==> src/s32xPwmPkg.sv <==
package s32xPwmPkg;

	// Datapath widths
	localparam int PW_W       = 12;
	localparam int DATA_W     = 16;
	localparam int ADDR_W     = 4;
	localparam int FIFO_DEPTH = 3;
	localparam int TM_W       = 4;

	typedef logic [PW_W-1:0]   pwWidth_t;
	typedef logic [DATA_W-1:0] sample_t;

	// Register byte offsets
	localparam logic [ADDR_W-1:0] REG_PWMCR  = 4'd0;
	localparam logic [ADDR_W-1:0] REG_CYCR   = 4'd2;
	localparam logic [ADDR_W-1:0] REG_LPWR   = 4'd4;
	localparam logic [ADDR_W-1:0] REG_RPWR   = 4'd6;
	localparam logic [ADDR_W-1:0] REG_MONOWR = 4'd8;
	localparam logic [ADDR_W-1:0] REG_INTCLR = 4'd10;

	// PWMCR fields
	localparam int LMD_BIT  = 0;    // Left channel enable
	localparam int RMD_BIT  = 1;    // Right channel enable
	localparam int MONO_BIT = 4;
	localparam int RTP_BIT  = 7;    // DMA request on timer
	localparam int TM_LSB   = 8;    // Timer interval 11..8

	// Bits 11..8, 7, 4, 1, 0
	localparam logic [DATA_W-1:0] PWMCR_MASK = 16'h0F93;

	// Width register status bits
	localparam int FULL_BIT  = 15;
	localparam int EMPTY_BIT = 14;

endpackage

==> src/pwmFifo.sv <==
`timescale 1ns/1ps

module pwmFifo (
	input  logic                 CLK,
	input  logic                 RST_N,
	input  logic                 push,
	input  logic                 pop,
	input  s32xPwmPkg::pwWidth_t pushData,
	output s32xPwmPkg::pwWidth_t head,
	output logic                 full,
	output logic                 empty
);
	import s32xPwmPkg::*;

	typedef logic [$clog2(FIFO_DEPTH)-1:0]   ptr_t;
	typedef logic [$clog2(FIFO_DEPTH+1)-1:0] cnt_t;

	pwWidth_t mem [FIFO_DEPTH];
	ptr_t     wrPtr;
	ptr_t     rdPtr;
	cnt_t     count;
	logic     doPush;
	logic     doPop;

	assign full   = (count == cnt_t'(FIFO_DEPTH));
	assign empty  = (count == '0);
	assign doPop  = pop && !empty;
	assign doPush = push && (!full || doPop);    // Full but draining this cycle
	assign head   = mem[rdPtr];

	always_ff @(posedge CLK or negedge RST_N) begin
		if (!RST_N) begin
			wrPtr <= '0;
			rdPtr <= '0;
			count <= '0;
		end else begin
			if (doPush)
				wrPtr <= (wrPtr == ptr_t'(FIFO_DEPTH - 1)) ? '0 : wrPtr + 1'b1;
			if (doPop)
				rdPtr <= (rdPtr == ptr_t'(FIFO_DEPTH - 1)) ? '0 : rdPtr + 1'b1;
			case ({doPush, doPop})
				2'b10:   count <= count + 1'b1;
				2'b01:   count <= count - 1'b1;
				default: count <= count;
			endcase
		end
	end

	always_ff @(posedge CLK) begin
		if (doPush)
			mem[wrPtr] <= pushData;
	end

endmodule

==> src/pwmRegs.sv <==
`timescale 1ns/1ps

module pwmRegs (
	input  logic                            CLK,
	input  logic                            RST_N,
	input  logic                            pSel,
	input  logic                            pEnable,
	input  logic                            pWrite,
	input  logic [s32xPwmPkg::ADDR_W-1:0]   pAddr,
	input  logic [s32xPwmPkg::DATA_W-1:0]   pWData,
	output logic [s32xPwmPkg::DATA_W-1:0]   pRData,
	output logic                            pReady,
	output logic                            pSlvErr,
	input  logic                            intSet,
	input  logic                            fullL,
	input  logic                            emptyL,
	input  logic                            fullR,
	input  logic                            emptyR,
	output logic                            pushL,
	output logic                            pushR,
	output s32xPwmPkg::pwWidth_t            pushData,
	output s32xPwmPkg::pwWidth_t            cycle,
	output logic [s32xPwmPkg::TM_W-1:0]     tmInterval,
	output logic [1:0]                      chanEn,
	output logic                            mono,
	output logic                            rtp,
	output logic                            cycleRestart,
	output logic                            irq
);
	import s32xPwmPkg::*;

	logic [DATA_W-1:0] pwmcr;
	pwWidth_t          cycr;
	logic              access;
	logic              addrOk;
	logic              wrEn;
	logic [DATA_W-1:0] rData;

	assign pReady = 1'b1;    // No wait states
	assign access = pSel && pEnable && pReady;
	assign wrEn   = access && pWrite && addrOk;

	always_comb begin
		case (pAddr)
			REG_PWMCR, REG_CYCR, REG_LPWR, REG_RPWR, REG_MONOWR, REG_INTCLR: addrOk = 1'b1;
			default: addrOk = 1'b0;
		endcase
	end

	always_comb begin
		rData = '0;
		case (pAddr)
			REG_PWMCR: rData = pwmcr & PWMCR_MASK;
			REG_CYCR:  rData = {{(DATA_W-PW_W){1'b0}}, cycr};
			REG_LPWR: begin
				rData[FULL_BIT]  = fullL;
				rData[EMPTY_BIT] = emptyL;
			end
			REG_RPWR, REG_MONOWR: begin    // Mono reports the right FIFO
				rData[FULL_BIT]  = fullR;
				rData[EMPTY_BIT] = emptyR;
			end
			REG_INTCLR: rData[0] = irq;
			default: rData = '0;
		endcase
	end

	assign pRData  = rData;
	assign pSlvErr = access && !addrOk;

	always_ff @(posedge CLK or negedge RST_N) begin
		if (!RST_N) begin
			pwmcr        <= '0;
			cycr         <= '0;
			irq          <= 1'b0;
			pushL        <= 1'b0;
			pushR        <= 1'b0;
			cycleRestart <= 1'b0;
		end else begin
			pushL        <= wrEn && (pAddr == REG_LPWR || pAddr == REG_MONOWR);
			pushR        <= wrEn && (pAddr == REG_RPWR || pAddr == REG_MONOWR);
			cycleRestart <= wrEn && (pAddr == REG_PWMCR || pAddr == REG_CYCR);
			if (wrEn && pAddr == REG_PWMCR)
				pwmcr <= pWData & PWMCR_MASK;
			if (wrEn && pAddr == REG_CYCR)
				cycr <= pWData[PW_W-1:0];
			if (intSet)
				irq <= 1'b1;    // Set wins over a clear in the same cycle
			else if (wrEn && pAddr == REG_INTCLR)
				irq <= 1'b0;
		end
	end

	// Width travels with the push strobe
	always_ff @(posedge CLK) begin
		if (wrEn)
			pushData <= pWData[PW_W-1:0];
	end

	assign cycle      = cycr;
	assign tmInterval = pwmcr[TM_LSB +: TM_W];
	assign chanEn     = {pwmcr[RMD_BIT], pwmcr[LMD_BIT]};
	assign mono       = pwmcr[MONO_BIT];
	assign rtp        = pwmcr[RTP_BIT];

endmodule

==> src/pwmSampleOut.sv <==
`timescale 1ns/1ps

module pwmSampleOut (
	input  logic                 CLK,
	input  logic                 RST_N,
	input  logic                 tick,
	input  logic                 mono,
	input  s32xPwmPkg::pwWidth_t cycle,
	input  s32xPwmPkg::pwWidth_t headL,
	input  s32xPwmPkg::pwWidth_t headR,
	input  logic                 emptyL,
	input  logic                 emptyR,
	output s32xPwmPkg::sample_t  sampleL,
	output s32xPwmPkg::sample_t  sampleR
);
	import s32xPwmPkg::*;

	pwWidth_t latL;
	pwWidth_t latR;
	logic     validL;
	logic     validR;

	// Width to signed sample, centred on half the period
	function automatic sample_t convert(input pwWidth_t w, input pwWidth_t cyc);
		pwWidth_t half;
		pwWidth_t res;
		half = cyc >> 1;
		if (w == '0)
			res = '0;
		else if (w > cyc)
			res = half;
		else
			res = w - half;
		if (cyc[PW_W-1])
			return {res, {(DATA_W-PW_W){1'b0}}};
		return {res[PW_W-1], res[PW_W-3:0], 5'b00000};    // Drop bit 10 on short periods
	endfunction

	// Stage 1
	always_ff @(posedge CLK or negedge RST_N) begin
		if (!RST_N) begin
			validL <= 1'b0;
			validR <= 1'b0;
		end else begin
			validL <= tick && (mono ? !emptyR : !emptyL);
			validR <= tick && !emptyR;
		end
	end

	always_ff @(posedge CLK) begin
		if (tick) begin
			latL <= mono ? headR : headL;
			latR <= headR;
		end
	end

	// Stage 2
	always_ff @(posedge CLK or negedge RST_N) begin
		if (!RST_N) begin
			sampleL <= '0;
			sampleR <= '0;
		end else begin
			if (validL)
				sampleL <= convert(latL, cycle);
			if (validR)
				sampleR <= convert(latR, cycle);
		end
	end

endmodule

==> src/pwmTimer.sv <==
`timescale 1ns/1ps

module pwmTimer (
	input  logic                        CLK,
	input  logic                        RST_N,
	input  s32xPwmPkg::pwWidth_t        cycle,
	input  logic [s32xPwmPkg::TM_W-1:0] tmInterval,
	input  logic [1:0]                  chanEn,
	input  logic                        rtp,
	input  logic                        cycleRestart,
	output logic                        tick,
	output logic                        intSet,
	output logic                        dreq
);
	import s32xPwmPkg::*;

	pwWidth_t        cycCnt;
	logic [TM_W-1:0] tmCnt;
	logic [TM_W-1:0] tmLast;
	logic            run;

	// Stopped on zero period or with both channels off
	assign run = (cycle != '0) && (|chanEn);

	// TM of zero behaves as one
	assign tmLast = (tmInterval == '0) ? '0 : tmInterval - 1'b1;

	// No tick in the restart cycle
	assign tick   = run && !cycleRestart && (cycCnt == cycle);
	assign intSet = tick && (tmCnt == tmLast);

	always_ff @(posedge CLK or negedge RST_N) begin
		if (!RST_N) begin
			cycCnt <= '0;
		end else if (cycleRestart || !run) begin
			cycCnt <= '0;
		end else if (tick) begin
			cycCnt <= pwWidth_t'(1);    // Next period starts counting at one
		end else begin
			cycCnt <= cycCnt + 1'b1;
		end
	end

	always_ff @(posedge CLK or negedge RST_N) begin
		if (!RST_N) begin
			tmCnt <= '0;
		end else if (cycleRestart || !run) begin
			tmCnt <= '0;
		end else if (tick) begin
			if (tmCnt == tmLast)
				tmCnt <= '0;
			else
				tmCnt <= tmCnt + 1'b1;
		end
	end

	always_ff @(posedge CLK or negedge RST_N) begin
		if (!RST_N)
			dreq <= 1'b0;
		else
			dreq <= intSet && rtp;
	end

endmodule

==> src/pwmUnit.sv <==
`timescale 1ns/1ps

module pwmUnit (
	input  logic                          CLK,
	input  logic                          RST_N,
	input  logic                          pSel,
	input  logic                          pEnable,
	input  logic                          pWrite,
	input  logic [s32xPwmPkg::ADDR_W-1:0] pAddr,
	input  logic [s32xPwmPkg::DATA_W-1:0] pWData,
	output logic [s32xPwmPkg::DATA_W-1:0] pRData,
	output logic                          pReady,
	output logic                          pSlvErr,
	output s32xPwmPkg::sample_t           sampleL,
	output s32xPwmPkg::sample_t           sampleR,
	output logic                          irq,
	output logic                          dreq
);
	import s32xPwmPkg::*;

	logic            pushL;
	logic            pushR;
	pwWidth_t        pushData;
	pwWidth_t        cycle;
	logic [TM_W-1:0] tmInterval;
	logic [1:0]      chanEn;
	logic            mono;
	logic            rtp;
	logic            cycleRestart;
	logic            tick;
	logic            intSet;
	pwWidth_t        headL;
	pwWidth_t        headR;
	logic            fullL;
	logic            emptyL;
	logic            fullR;
	logic            emptyR;

	pwmRegs regs_i (
		.CLK          (CLK),
		.RST_N        (RST_N),
		.pSel         (pSel),
		.pEnable      (pEnable),
		.pWrite       (pWrite),
		.pAddr        (pAddr),
		.pWData       (pWData),
		.pRData       (pRData),
		.pReady       (pReady),
		.pSlvErr      (pSlvErr),
		.intSet       (intSet),
		.fullL        (fullL),
		.emptyL       (emptyL),
		.fullR        (fullR),
		.emptyR       (emptyR),
		.pushL        (pushL),
		.pushR        (pushR),
		.pushData     (pushData),
		.cycle        (cycle),
		.tmInterval   (tmInterval),
		.chanEn       (chanEn),
		.mono         (mono),
		.rtp          (rtp),
		.cycleRestart (cycleRestart),
		.irq          (irq)
	);

	// Both FIFOs pop on every tick, empty ones ignore it
	pwmFifo fifoL_i (
		.CLK      (CLK),
		.RST_N    (RST_N),
		.push     (pushL),
		.pop      (tick),
		.pushData (pushData),
		.head     (headL),
		.full     (fullL),
		.empty    (emptyL)
	);

	pwmFifo fifoR_i (
		.CLK      (CLK),
		.RST_N    (RST_N),
		.push     (pushR),
		.pop      (tick),
		.pushData (pushData),
		.head     (headR),
		.full     (fullR),
		.empty    (emptyR)
	);

	pwmTimer timer_i (
		.CLK          (CLK),
		.RST_N        (RST_N),
		.cycle        (cycle),
		.tmInterval   (tmInterval),
		.chanEn       (chanEn),
		.rtp          (rtp),
		.cycleRestart (cycleRestart),
		.tick         (tick),
		.intSet       (intSet),
		.dreq         (dreq)
	);

	pwmSampleOut out_i (
		.CLK     (CLK),
		.RST_N   (RST_N),
		.tick    (tick),
		.mono    (mono),
		.cycle   (cycle),
		.headL   (headL),
		.headR   (headR),
		.emptyL  (emptyL),
		.emptyR  (emptyR),
		.sampleL (sampleL),
		.sampleR (sampleR)
	);

endmodule

==> config.mk <==
export PLATFORM = sky130hd
export DESIGN_NAME = pwmUnit
export DESIGN_NICKNAME = d
export VERILOG_FILES = /design/src/s32xPwmPkg.sv /design/src/pwmFifo.sv /design/src/pwmRegs.sv /design/src/pwmSampleOut.sv /design/src/pwmTimer.sv /design/src/pwmUnit.sv
export SDC_FILE = /design/constraint.sdc
export NUM_CORES = 1
export LEC_CHECK = 0
export BUFFER_PORTS_ARGS = -buffer_cell sky130_fd_sc_hd__buf_2
export CORE_MARGIN = 8
export CORE_UTILIZATION = 35
export CTS_BUF_LIST = sky130_fd_sc_hd__clkbuf_8
export DETAILED_ROUTE_END_ITERATION = 10
export PLACE_DENSITY = 0.58
export SLEW_MARGIN = 20
export SYNTH_ARGS = -nofsm -noshare
export SYNTH_HDL_FRONTEND = slang
export SYNTH_SLANG_ARGS = --single-unit
==> constraint.sdc <==
create_clock -name CLK -period 3 [get_ports CLK]
set_input_delay 0.3 -clock CLK [delete_from_list [all_inputs] [get_ports CLK]]
set_output_delay 0.3 -clock CLK [all_outputs]
set_load 0.02 [all_outputs]
* Word level (Yosys, flattened, before mapping)
Memory sizes are Yosys's and may differ from the RTL's.
Cells that the tools add are included.
** Word-level totals
- Bits in writable memories :: 72
- Word-level logic and storage cells :: 138
- Output and inout bits :: 52
- Register bits :: 123
- Memories :: 2
- Bits of input ports :: 25
** Cells by class
- Multiplexer cells :: 35
- Add/sub/neg operators :: 13
- Equal/unequal tests :: 17
- Magnitude comparators :: 2
- Reduce and logical (&&, ||, !) cells :: 47
** Memory list
- fifoL_i.mem :: words 3, bits a word 12, rd ports 1, clocked after memory_dff 0, wr ports 1, line pwmFifo.sv:18 : pwWidth_t mem [FIFO_DEPTH];
- fifoR_i.mem :: words 3, bits a word 12, rd ports 1, clocked after memory_dff 0, wr ports 1, line pwmFifo.sv:18
** Operators with widths (number)
- 2-to-1 mux 12 bit :: 7
- 2-to-1 mux 16 bit :: 4
- greater-than comparator 12 bit :: 2
- zero test 12 bit :: 2
- subtractor 12 x 11 -> 12 bit :: 2
- one-hot mux 11 bit (2 select lines) :: 1
- logical AND 1 bit :: 20
- equality test 2 bit, second input constant :: 8
- 2-to-1 mux 4 bit :: 4
- adder 12 x 1 -> 12 bit, second input constant :: 1
- adder 2 x 1 -> 2 bit, second input constant :: 6
- equality test 12 bit :: 1
- one-hot mux 2 bit (2 select lines) :: 3
- nonzero test 12 bit :: 1
- 2-to-1 mux 1 bit :: 11
- equality test 4 x 3 -> 1 bit, second input constant :: 2
- equality test 4 bit, second input constant :: 2
- zero test 4 bit :: 2
- 2-to-1 mux 2 bit :: 4
- nonzero test 2 bit :: 4
- zero test 1 bit :: 7
- logical OR 1 bit :: 6
- OR reduction 6 bit :: 1
- adder 4 x 1 -> 4 bit, second input constant :: 1
- other kinds (8) :: 12

* Longest topological paths before layout
Gate-level depths: netlist of the first run.
- Word-level depth :: 9
- Gate-level depth with buffers :: 12
- Depth with buffers taken out :: 10

* Cells and area by module
A second synthesis of the first run with hierarchy kept.
** Unflattened totals
- Cells, all modules :: 830
- Area, all modules :: 9947.0 um2
** Modules (own cells, without submodules)
- pwmSampleOut :: instances 1, area an instance 3895.0 um2, cells each 384, seq. area each 1371.3 um2
- pwmFifo (fifoR_i) :: instances 1, area an instance 1666.6 um2, cells each 110, seq. area each 1231.2 um2
- pwmFifo (fifoL_i) :: instances 1, area an instance 1654.1 um2, cells each 110, seq. area each 1231.2 um2
- pwmRegs :: instances 1, area an instance 1612.8 um2, cells each 107, seq. area each 960.9 um2
- pwmTimer :: instances 1, area an instance 1118.6 um2, cells each 119, seq. area each 425.4 um2

* Worst setup path before layout of the first run
OpenSTA, ideal clock, no wires.
- Path type :: register -> register
- From :: register regs_i.cycr[7] (netlist: regs_i.cycle[7])
- To :: memory fifoR_i.mem[2][0] (netlist name), enable pin
- Buffers on the path :: 2
- Cell stages (with the launch flop) :: 10
- Period minus slack after synthesis :: 2.972 ns
- Path slack :: 0.028 ns
- Data arrival time :: 2.573 ns
- Required time :: 2.601 ns
- Setup time :: 0.399 ns
- Cells stage by stage :: dfrtp_1 -> buf_6 -> xor2_1 -> nor4_2 -> nand3_1 -> or2_1 -> buf_6 -> clkinv_8 -> o21ai_4 -> nor3b_1
** Between the ends
- Longest elaborated chain between the ends :: 9
- Elaborated cells on any way between the ends :: 10
- Those cells by class :: eq/ne (1); mux (2); reduce/logical (7)
** Ends and longest elaborated chain
- from (decl) :: line pwmRegs.sv:33 : pwWidth_t cycr;
- from (signal assigned) :: line pwmRegs.sv:86 : cycr <= pWData[PW_W-1:0];
- nonzero test 12 bit :: line pwmTimer.sv:23 : assign run = (cycle != '0) && (|chanEn);
- logical AND 1 bit :: line pwmTimer.sv:23
- logical AND 1 bit :: line pwmTimer.sv:29 : assign tick = run && !cycleRestart && (cycCnt == cycle);
- logical AND 1 bit (*) :: line pwmTimer.sv:29
- net fifoL_i.pop :: line pwmFifo.sv:7 : input logic pop,
- logical AND 1 bit (*) :: line pwmFifo.sv:27 : assign doPop = pop && !empty;
- logical OR 1 bit (*) :: line pwmFifo.sv:28 : assign doPush = push && (!full || doPop);
- logical AND 1 bit (*) :: line pwmFifo.sv:28
- 2-to-1 mux 1 bit (*) :: line pwmFifo.sv:50 : if (doPush)
- 2-to-1 mux 1 bit (implied by the code) (*) :: line pwmFifo.sv:51 : mem[wrPtr] <= pushData;
- to (decl) :: line pwmFifo.sv:18
Mark *: on every way through the listed nets, which the timed path passes. The rest lies on a longest branch.

* Final worst setup path of the first run
- From :: register regs_i.cycr[2] (netlist: regs_i.cycle[2])
- To :: register out_i.sampleR[13]
** Between the ends
- Longest elaborated chain between the ends :: 5
- Elaborated cells on any way between the ends :: 6
- Those cells by class :: add/sub (1); order compare (1); mux (4)
** Ends and longest elaborated chain
- subtractor 12 x 11 -> 12 bit or greater-than comparator 12 bit (tied branches) :: line pwmSampleOut.sv:33, pwmSampleOut.sv:30
- 2-to-1 mux 12 bit (*) :: line pwmSampleOut.sv:30 : else if (w > cyc)
- 2-to-1 mux 12 bit (*) :: line pwmSampleOut.sv:28 : if (w == '0)
- 2-to-1 mux 16 bit :: line pwmSampleOut.sv:34 : if (cyc[PW_W-1])
- 2-to-1 mux 16 bit (*) :: line pwmSampleOut.sv:36 : return {res[PW_W-1], res[PW_W-3:0], 5'b00000};
- to (signal assigned) :: line pwmSampleOut.sv:66 : sampleR <= convert(latR, cycle);
- to (decl) :: line pwmSampleOut.sv:14 : output s32xPwmPkg::sample_t sampleR
Every way passes the cells marked *; elsewhere a longest branch is shown, timed or not. The select of a mux whose other input is x is not followed.
A chain may end at the register's enable or synchronous reset.

==> impl_results.md, run 1 <==
- RSZ-0062 raised after global routing: false
- Synth Flop Type: edfxtp_1
- Max incr delay on CP: around 0.56 ns
- Post-synth top cells: edfxtp_1 (108), dfrtp_1 (79), nand2_1 (63)
- Non-Filler Instances: 1,326
- Yosys cell types: 77
- GRT Total Usage: 0.140
- Outcome: finished clean
- 1st-iter DRT viols: roughly 300
- Routed met2 length: approximately 11,000 microns
- Final Max Tran Viols: 0
- CP arrival: between 3 and 4 ns
- Final setup fails: 0
- Detailed Routing Iterations Pass 1: 4
- Slowest CP cell: dfrtp_1
- Clock H-tree levels: 4
- CTS Buf Count: 17
- Worst setup EP type: flip-flop
- R2R setup slack: roughly 0.16 ns
- Routed vias: 6,751
- Setup bufs post-CTS: 0
- Via density: approximately 5.1
- Critical Path, Cell by Cell: inv_1 -> ha_1 -> nor2b_1 -> o2111ai_1 -> nand3_1 -> and3_1 -> o41ai_1 -> a21oi_1 -> a21o_1
- Layout cell share with drive strength beyond 1: 0.190
- Worst clock skew: between 0.015 and 0.02 ns
- Largest net degree at the start of global routing: 49
- P_sw: around 2.2 mW
- Actual slew at the worst max-slew pin: 0.832 ns
- Die ar.: 33,700 sq um
- Top post-synthesis cells by area: edfxtp_1 (33%), dfrtp_1 (20%), ha_1 (6.1%), mux2i_1 (4.0%), mux2_2 (2.6%)
- PwrDens: approximately 600 nW/um^2
- Vias in the first global route: about 6,700
- Top-area cell type share of the netlist area: 0.330
- Max_slew headroom: 0.445
- Cell Area, Synth: roughly 10000 sq um
- Worst hold path class: in -> reg
- Final setup margin: approximately 0.16 ns
- Post-synth EDFFs: between 100 and 150
- Placed instance area: around 11,000 sq um
- Crit path time final: between 2 and 3 ns
- Critical Path RT: roughly 3.4 ns
- GPL Wtd Cong: roughly 0.83
- Max Used Layer: met4
- Hold Violations, Final: 0
- Peak Freq: approximately 350 MHz
- Final #Nets: 1,010
- Root Buffer: clkbuf_8
- Routed WL: between 20,000 and 25,000 microns
- Initial antenna violation count: 0
- Rows: slightly above 60
- DRC violation count after routing: 0
- Syn. warnings: 0
- Post-Syn Area per Cell: 11.4 sq um
- Initial Utilization: 0.355
- Seq pwr share: 0.496
- I/O pin cnt: 77
- Switching share of power: 0.336
- Crit start category: flip-flop
- Detail Placement HPWL: about 17,000 microns
- Clock sinks: 187
- Area delta synth->final: 13.4%
- Yosys reg bits: 187
- Int Power: 4.43 mW
- Post-route cell area: 11,100 sq um
- Critical path fanouts, max: 7
- CTS tree: built
- Core area: 27,700 sq um
- Top-count cell post-synth: edfxtp_1
- Clock Latency Late Sink: around 0.47 ns
- Max Cap Violations: 0
- Final period utilization: 0.948
- Synth Instances: 858
- Clock transition at the registers of the reported paths: 0.11 ns
- DR WL met3: around 1200 microns
- Die width: about 180 microns
- Die H: between 150 and 200 microns
- Final TNS setup: 0 ns
- Comb pwr share: 0.233
- Synth async-reset ratio: 0.422
- Clock power frac: 0.271
- First-pass GRT wire length: roughly 37,000 microns
- GRT overflow: 0
- WL/cell: around 18 microns
- Port Buffers: between 60 and 70
- ANT cells: 0
- Peak supply drop: 234 uV
- Pwr Total: between 6 and 7 mW
- # placed instances: about 1,300
- R2R depth: 9
- Met1 WL: approximately 11,000 microns
- Pre-CTS setup slack: a little over 0.09 ns
- Area leader, netlist: edfxtp_1
- Worst Hold Depth: 1
- Seq/Total Area, Yosys: 0.531
- Critical path class: reg -> reg
- Lkg Pwr: 4.58 nW
- Max Root-Sink Buffers: 2
- Antenna Nets Post-Route: 0
## path summary, 6_finish.rpt
path | from | to
min in group asynchronous | RST_N | out_i.sampleR[11]$_DFFE_PN0P_
hold / removal | pWData[6] | regs_i.pushData[6]$_DFFE_PN_
setup reg to reg | regs_i.cycle[2]$_DFFE_PN0P_ | out_i.sampleR[13]$_DFFE_PN0P_
hold reg to reg | out_i.sampleL[15]$_DFFE_PN0P_ | out_i.sampleL[15]$_DFFE_PN0P_
max in group asynchronous | RST_N | fifoR_i.count[0]$_DFFE_PN0P_
setup / recovery | regs_i.cycle[2]$_DFFE_PN0P_ | out_i.sampleR[13]$_DFFE_PN0P_
## final cells by class
class,instances,area (sq um)
clock buffers,17,234
clock inverters,15,199
fillers,2723,16600
inverters,36,148
multi-input cells,597,4270
flip-flops and latches,187,5220
well taps,378,473
repair buffers,96,586
## layer usage
metal  vias to the layer above  GRT usage
li1                       3304          -
met1                      3275      0.188
met2                       141      0.218
met3                        31     0.0348
met4                         0     0.0485
met5                         -          0
## layout by cell type (no fill, tap or decap), drive strengths merged, types with 4 or more instances in the layout
cell type / netlist / routed
nor4: 15 / 15
o31ai: 4 / 4
nor2b: 14 / 14
o221ai: 9 / 9
clkinv: 2 / 6
o31a: 4 / 4
xnor2: 17 / 17
and3: 16 / 16
a31oi: 10 / 10
or2: 4 / 4
nand3b: 5 / 5
o21ai: 52 / 52
ha: 48 / 48
dfrtp: 79 / 79
a21o: 11 / 11
clkbuf: 22 / 17
nor3: 18 / 18
o211ai: 7 / 7
inv: 34 / 41
nor3b: 7 / 7
xor2: 24 / 24
buf: 25 / 95
nand4: 8 / 8
conb: 2 / 11
nand2b: 5 / 5
mux2: 24 / 24
o21a: 5 / 5
a21oi: 42 / 42
nor2: 59 / 59
nand3: 32 / 32
or3: 4 / 4
edfxtp: 108 / 108
mux2i: 39 / 39
nand2: 63 / 63
## state kept, by name, indices dropped and copies added, names as in the netlist, 4 cells and up
register and count:
fifoL_i.mem 36, fifoR_i.mem 36, out_i.latL 12, out_i.latR 12, out_i.sampleL 12, out_i.sampleR 12, regs_i.cycle 12, regs_i.pushData 12
regs_i.pwmcr 8, timer_i.cycCnt 12, timer_i.tmCnt 4
## cells by family (layout without fill, tap and decap cells)
group / Yosys count / in the layout / synth area share
AOI/OAI and AO/OA: 176 / 176 / 0.119
adders and majority gates: 50 / 50 / 0.0652
muxes: 65 / 65 / 0.0722
other: 2 / 11 / 0.000765
xor gates and xnor gates: 41 / 41 / 0.0373
buffers and inverters: 83 / 164 / 0.0408
and+or+nand+nor: 254 / 254 / 0.133
DFF: 187 / 187 / 0.531
## power by group through the flow
stage	sequential [mW]	clock [mW]	combinational [mW]
detailed placement	3.37	0	1.57
CTS	3.32	1.86	1.57
global route	3.36	1.94	1.74
floorplan	3.28	0	1.14
finish	3.31	1.81	1.55
global placement	3.36	0	1.55
## through the flow
stage | hold slack, ns | utilization
CTS | 0.0131 | 0.401
floorplan | 0.00441 | -
finish | 0.0375 | 0.402
global placement | 0.372 | 0.385
global route | 0.0186 | 0.402
detailed placement | 0.376 | 0.385
## worst max-delay path: cells and delay by family, from the launching register on
kind,cells,cell delay (ns)
AO/OA/AOI/OAI,4,1.12
adder cells (fa/ha/maj),1,0.32
buffers and inverters,1,0.22
flip-flops,1,0.56
AND/OR/NAND/NOR,3,0.51
## what timing repair did
item	in CTS	in global routing
hold endpoints to repair	46	0
resized for setup	0	6
hold buffers	1	0
endpoints found under the setup margin	0	23
No activity file was read; power rests on OpenSTA's default activity.
==> inputs of run 2 (changes only) <==
Settings changed: CELL_PAD_IN_SITES_DETAIL_PLACEMENT from default to 0, CELL_PAD_IN_SITES_GLOBAL_PLACEMENT from default to 1, CTS_BUF_LIST sky130_fd_sc_hd__clkbuf_8 to sky130_fd_sc_hd__clkbuf_2 sky130_fd_sc_hd__clkbuf_4 sky130_fd_sc_hd__clkbuf_8, HOLD_SLACK_MARGIN from default to 0.03, PLACE_DENSITY 0.58 to 0.68.
==> run 2 against run 1 <==
  * Hold slack better by 0.027 ns
  * Cell count stayed put
  * Routed wire length rose by 1.7%
  * Highest routed layer unchanged
  * Utilization shrank 0.072 points
  * Critical endpoint is now out_i.sampleL[11]$_DFFE_PN0P_
  * Total power decreased by 0.20%
==> impl_results.md, run 2 (synthesis gave the netlist of run 1 again) <==
- Clock sinks: 187 (unchanged)
- Final TNS setup: 0 ns (unchanged)
- Hold Violations, Final: 0 (unchanged)
- GRT overflow: 0 (unchanged)
- Max incr delay on CP: 0.59 ns (+0.03 ns)
- Area delta synth->final: 13.2%
- Hold path startpoint: pWData[4]
- Final setup fails: 0 (unchanged)
- Clock transition at the registers of the reported paths: 0.11 ns (about the same)
- Critical path fanouts, max: 10 (+3)
- P_sw: 2.24 mW (-0.33%)
- Final #Nets: 1,009 (-0.099%)
- Antenna Nets Post-Route: 0 (unchanged)
- Routed WL: 23,700 microns (+1.7%)
- CP Launch Point: regs_i.cycle[1]$_DFFE_PN0P_
- WL/cell: 17.9 microns (+1.7%)
- Crit path time final: 2.79 ns (-0.0483 ns)
- Switching share of power: 0.336 (-0.000458)
- Final setup margin: 0.206 ns (+0.0483 ns)
- Peak Freq: 358 MHz (+1.7%)
- Worst clock skew: 0.0191 ns (-0.000707 ns)
- Vias in the first global route: 6,547 (-2.7%)
- Die ar.: 33,700 sq um (unchanged)
- RSZ-0062 raised after global routing: false
- Largest net degree at the start of global routing: 51 (+4.1%)
- 1st-iter DRT viols: 349 (+15%)
- Via density: 5.05 (-0.79%)
- Lkg Pwr: 4.59 nW (about the same)
- Rows: 61 (unchanged)
- Die width: 184 microns (unchanged)
- Slowest CP cell: dfrtp_1
- GPL Wtd Cong: 0.836 (+0.14%)
- Seq pwr share: 0.494 (-0.002)
- Comb pwr share: 0.234 (about the same)
- Max Root-Sink Buffers: 2 (unchanged)
- Clock H-tree levels: 4 (unchanged)
- Cell mode on critical path: a21oi_1
- Worst Path Buf+Inv: 2 (+1)
- GRT Total Usage: 0.143 (+0.00253)
- Detailed Routing Iterations Pass 1: 5 (+1)
- Detail Placement HPWL: 17,500 microns (+1.8%)
- Final Max Tran Viols: 0 (unchanged)
- Max Cap Violations: 0 (unchanged)
- Die H: 184 microns (unchanged)
- Critical Path RT: 3.40 ns (+0.03 ns)
- Pwr Total: 6.66 mW (-0.20%)
- Worst hold path class: in -> reg
- Port Buffers: 61 (unchanged)
- Critical path class: reg -> reg
- Clock power frac: 0.272 (about the same)
- Max_slew headroom: 0.427 (-0.0184)
- Most frequent cells in the layout: edfxtp_1 (108), dfrtp_1 (79), nand2_1 (63)
- Multi-input logic area: 4240 sq um (-0.73%)
- Non-Filler Instances: 1,326 (unchanged)
- Int Power: 4.43 mW (-0.13%)
- Final core occ: 0.401 (-0.000723)
- Crit-path leading delay family: compound AO/OA/AOI/OAI gates
- Top flop regs: fifoL_i.mem: 36 flops, fifoR_i.mem: 36 flops
- Outcome: finished clean
- Initial Utilization: 0.355 (unchanged)
- Critical Path, Cell by Cell: inv_1 -> ha_1 -> nor2b_1 -> o211ai_1 -> a21oi_1 -> o21a_1 -> buf_4 -> mux2i_1 -> nand3_1 -> a21oi_1
- Routed vias: 6,698 (-0.79%)
- I/O pin cnt: 77 (unchanged)
- CTS Buf Count: 17 (unchanged)
- Layout cell share with drive strength beyond 1: 0.178 (-0.0114)
- # placed instances: 1,286 (-0.54%)
- Crit start category: flip-flop
- Commonest non-fill, non-tap cell in the layout: edfxtp_1
- Register area: 5220 sq um (about the same)
- First-pass GRT wire length: 37,300 microns (+0.75%)
- Final period utilization: 0.931 (-0.0161)
- PwrDens: 599 nW/um^2 (about the same)
- Actual slew at the worst max-slew pin: 0.860 ns (+0.0276 ns)
- DRC violation count after routing: 0 (unchanged)
- Peak supply drop: 351 uV (+50%)
- Pre-CTS setup slack: 0.240 ns (+0.150 ns)
- Initial antenna violation count: 0 (unchanged)
- CTS tree: built
- Clock Latency Late Sink: 0.48 ns (about the same)
- Worst setup EP type: flip-flop
- Core area: 27,700 sq um (unchanged)
- CP arrival: 3.20 ns (about the same)
- Fill cell instance count of the final layout: 2,688 (-1.3%)
- R2r startpoint: regs_i.cycle[1]$_DFFE_PN0P_
- Root Buffer: clkbuf_8
run 2: power groups by stage:
stage	clock network, mW	registers (mW)	logic (mW)
6_report	1.81	3.29	1.56
5_1_grt	1.95	3.35	1.74
4_1_cts	1.86	3.30	1.58
3_5_place_dp	0	3.35	1.57
3_3_place_gp	0	3.34	1.56
2_1_floorplan	0	3.28	1.14
run 2: timing repair:
| action | CTS | global route |
|---|---|---|
| gates resized for setup | 0 | 0 |
| buffers inserted | 0 | 0 |
| hold endpoints to repair | 55 | 0 |
| hold buffers | 7 | 0 |
run 2: path summary, 6_finish.rpt:
kind	depth (start not counted)	end	slack [ns]
max reg2reg	10	out_i.sampleL[11]$_DFFE_PN0P_	0.21
max	10	out_i.sampleL[11]$_DFFE_PN0P_	0.21
min reg2reg	1	out_i.sampleR[4]$_DFFE_PN0P_	0.49
min	1	regs_i.pushData[4]$_DFFE_PN_	0.06
min in group asynchronous	2	out_i.sampleR[14]$_DFFE_PN0P_	0.41
max in group asynchronous	3	fifoR_i.rdPtr[0]$_DFFE_PN0P_	1.94
run 2: layout make-up:
class	instances	area share
diodes	1	0.000225
clock buffers	17	0.0210
clock inverters	15	0.0183
inverters	36	0.0133
multi-input cells	597	0.382
flip-flops and latches	187	0.470
well taps	378	0.0425
repair buffers	95	0.0534
run 2: routing by layer:
layer  part of all wire  up-vias  track usage  wire, microns
li1                   -     3308            -              -
met1               0.48     3230        0.195          11500
met2               0.45      135        0.223          10800
met3              0.049       25       0.0342           1150
met4              0.015        0       0.0377            352
met5                  0        -            0              0
run 2: stage by stage:
| stage | area, sq um | hold WS, ns |
|---|---|---|
| floorplan | 9860 | 0.00441 |
| global placement | 10600 | 0.394 |
| detailed placement | 10600 | 0.402 |
| CTS | 11100 | 0.0338 |
| global route | 11100 | 0.0335 |
| finish | 11100 | 0.0642 |
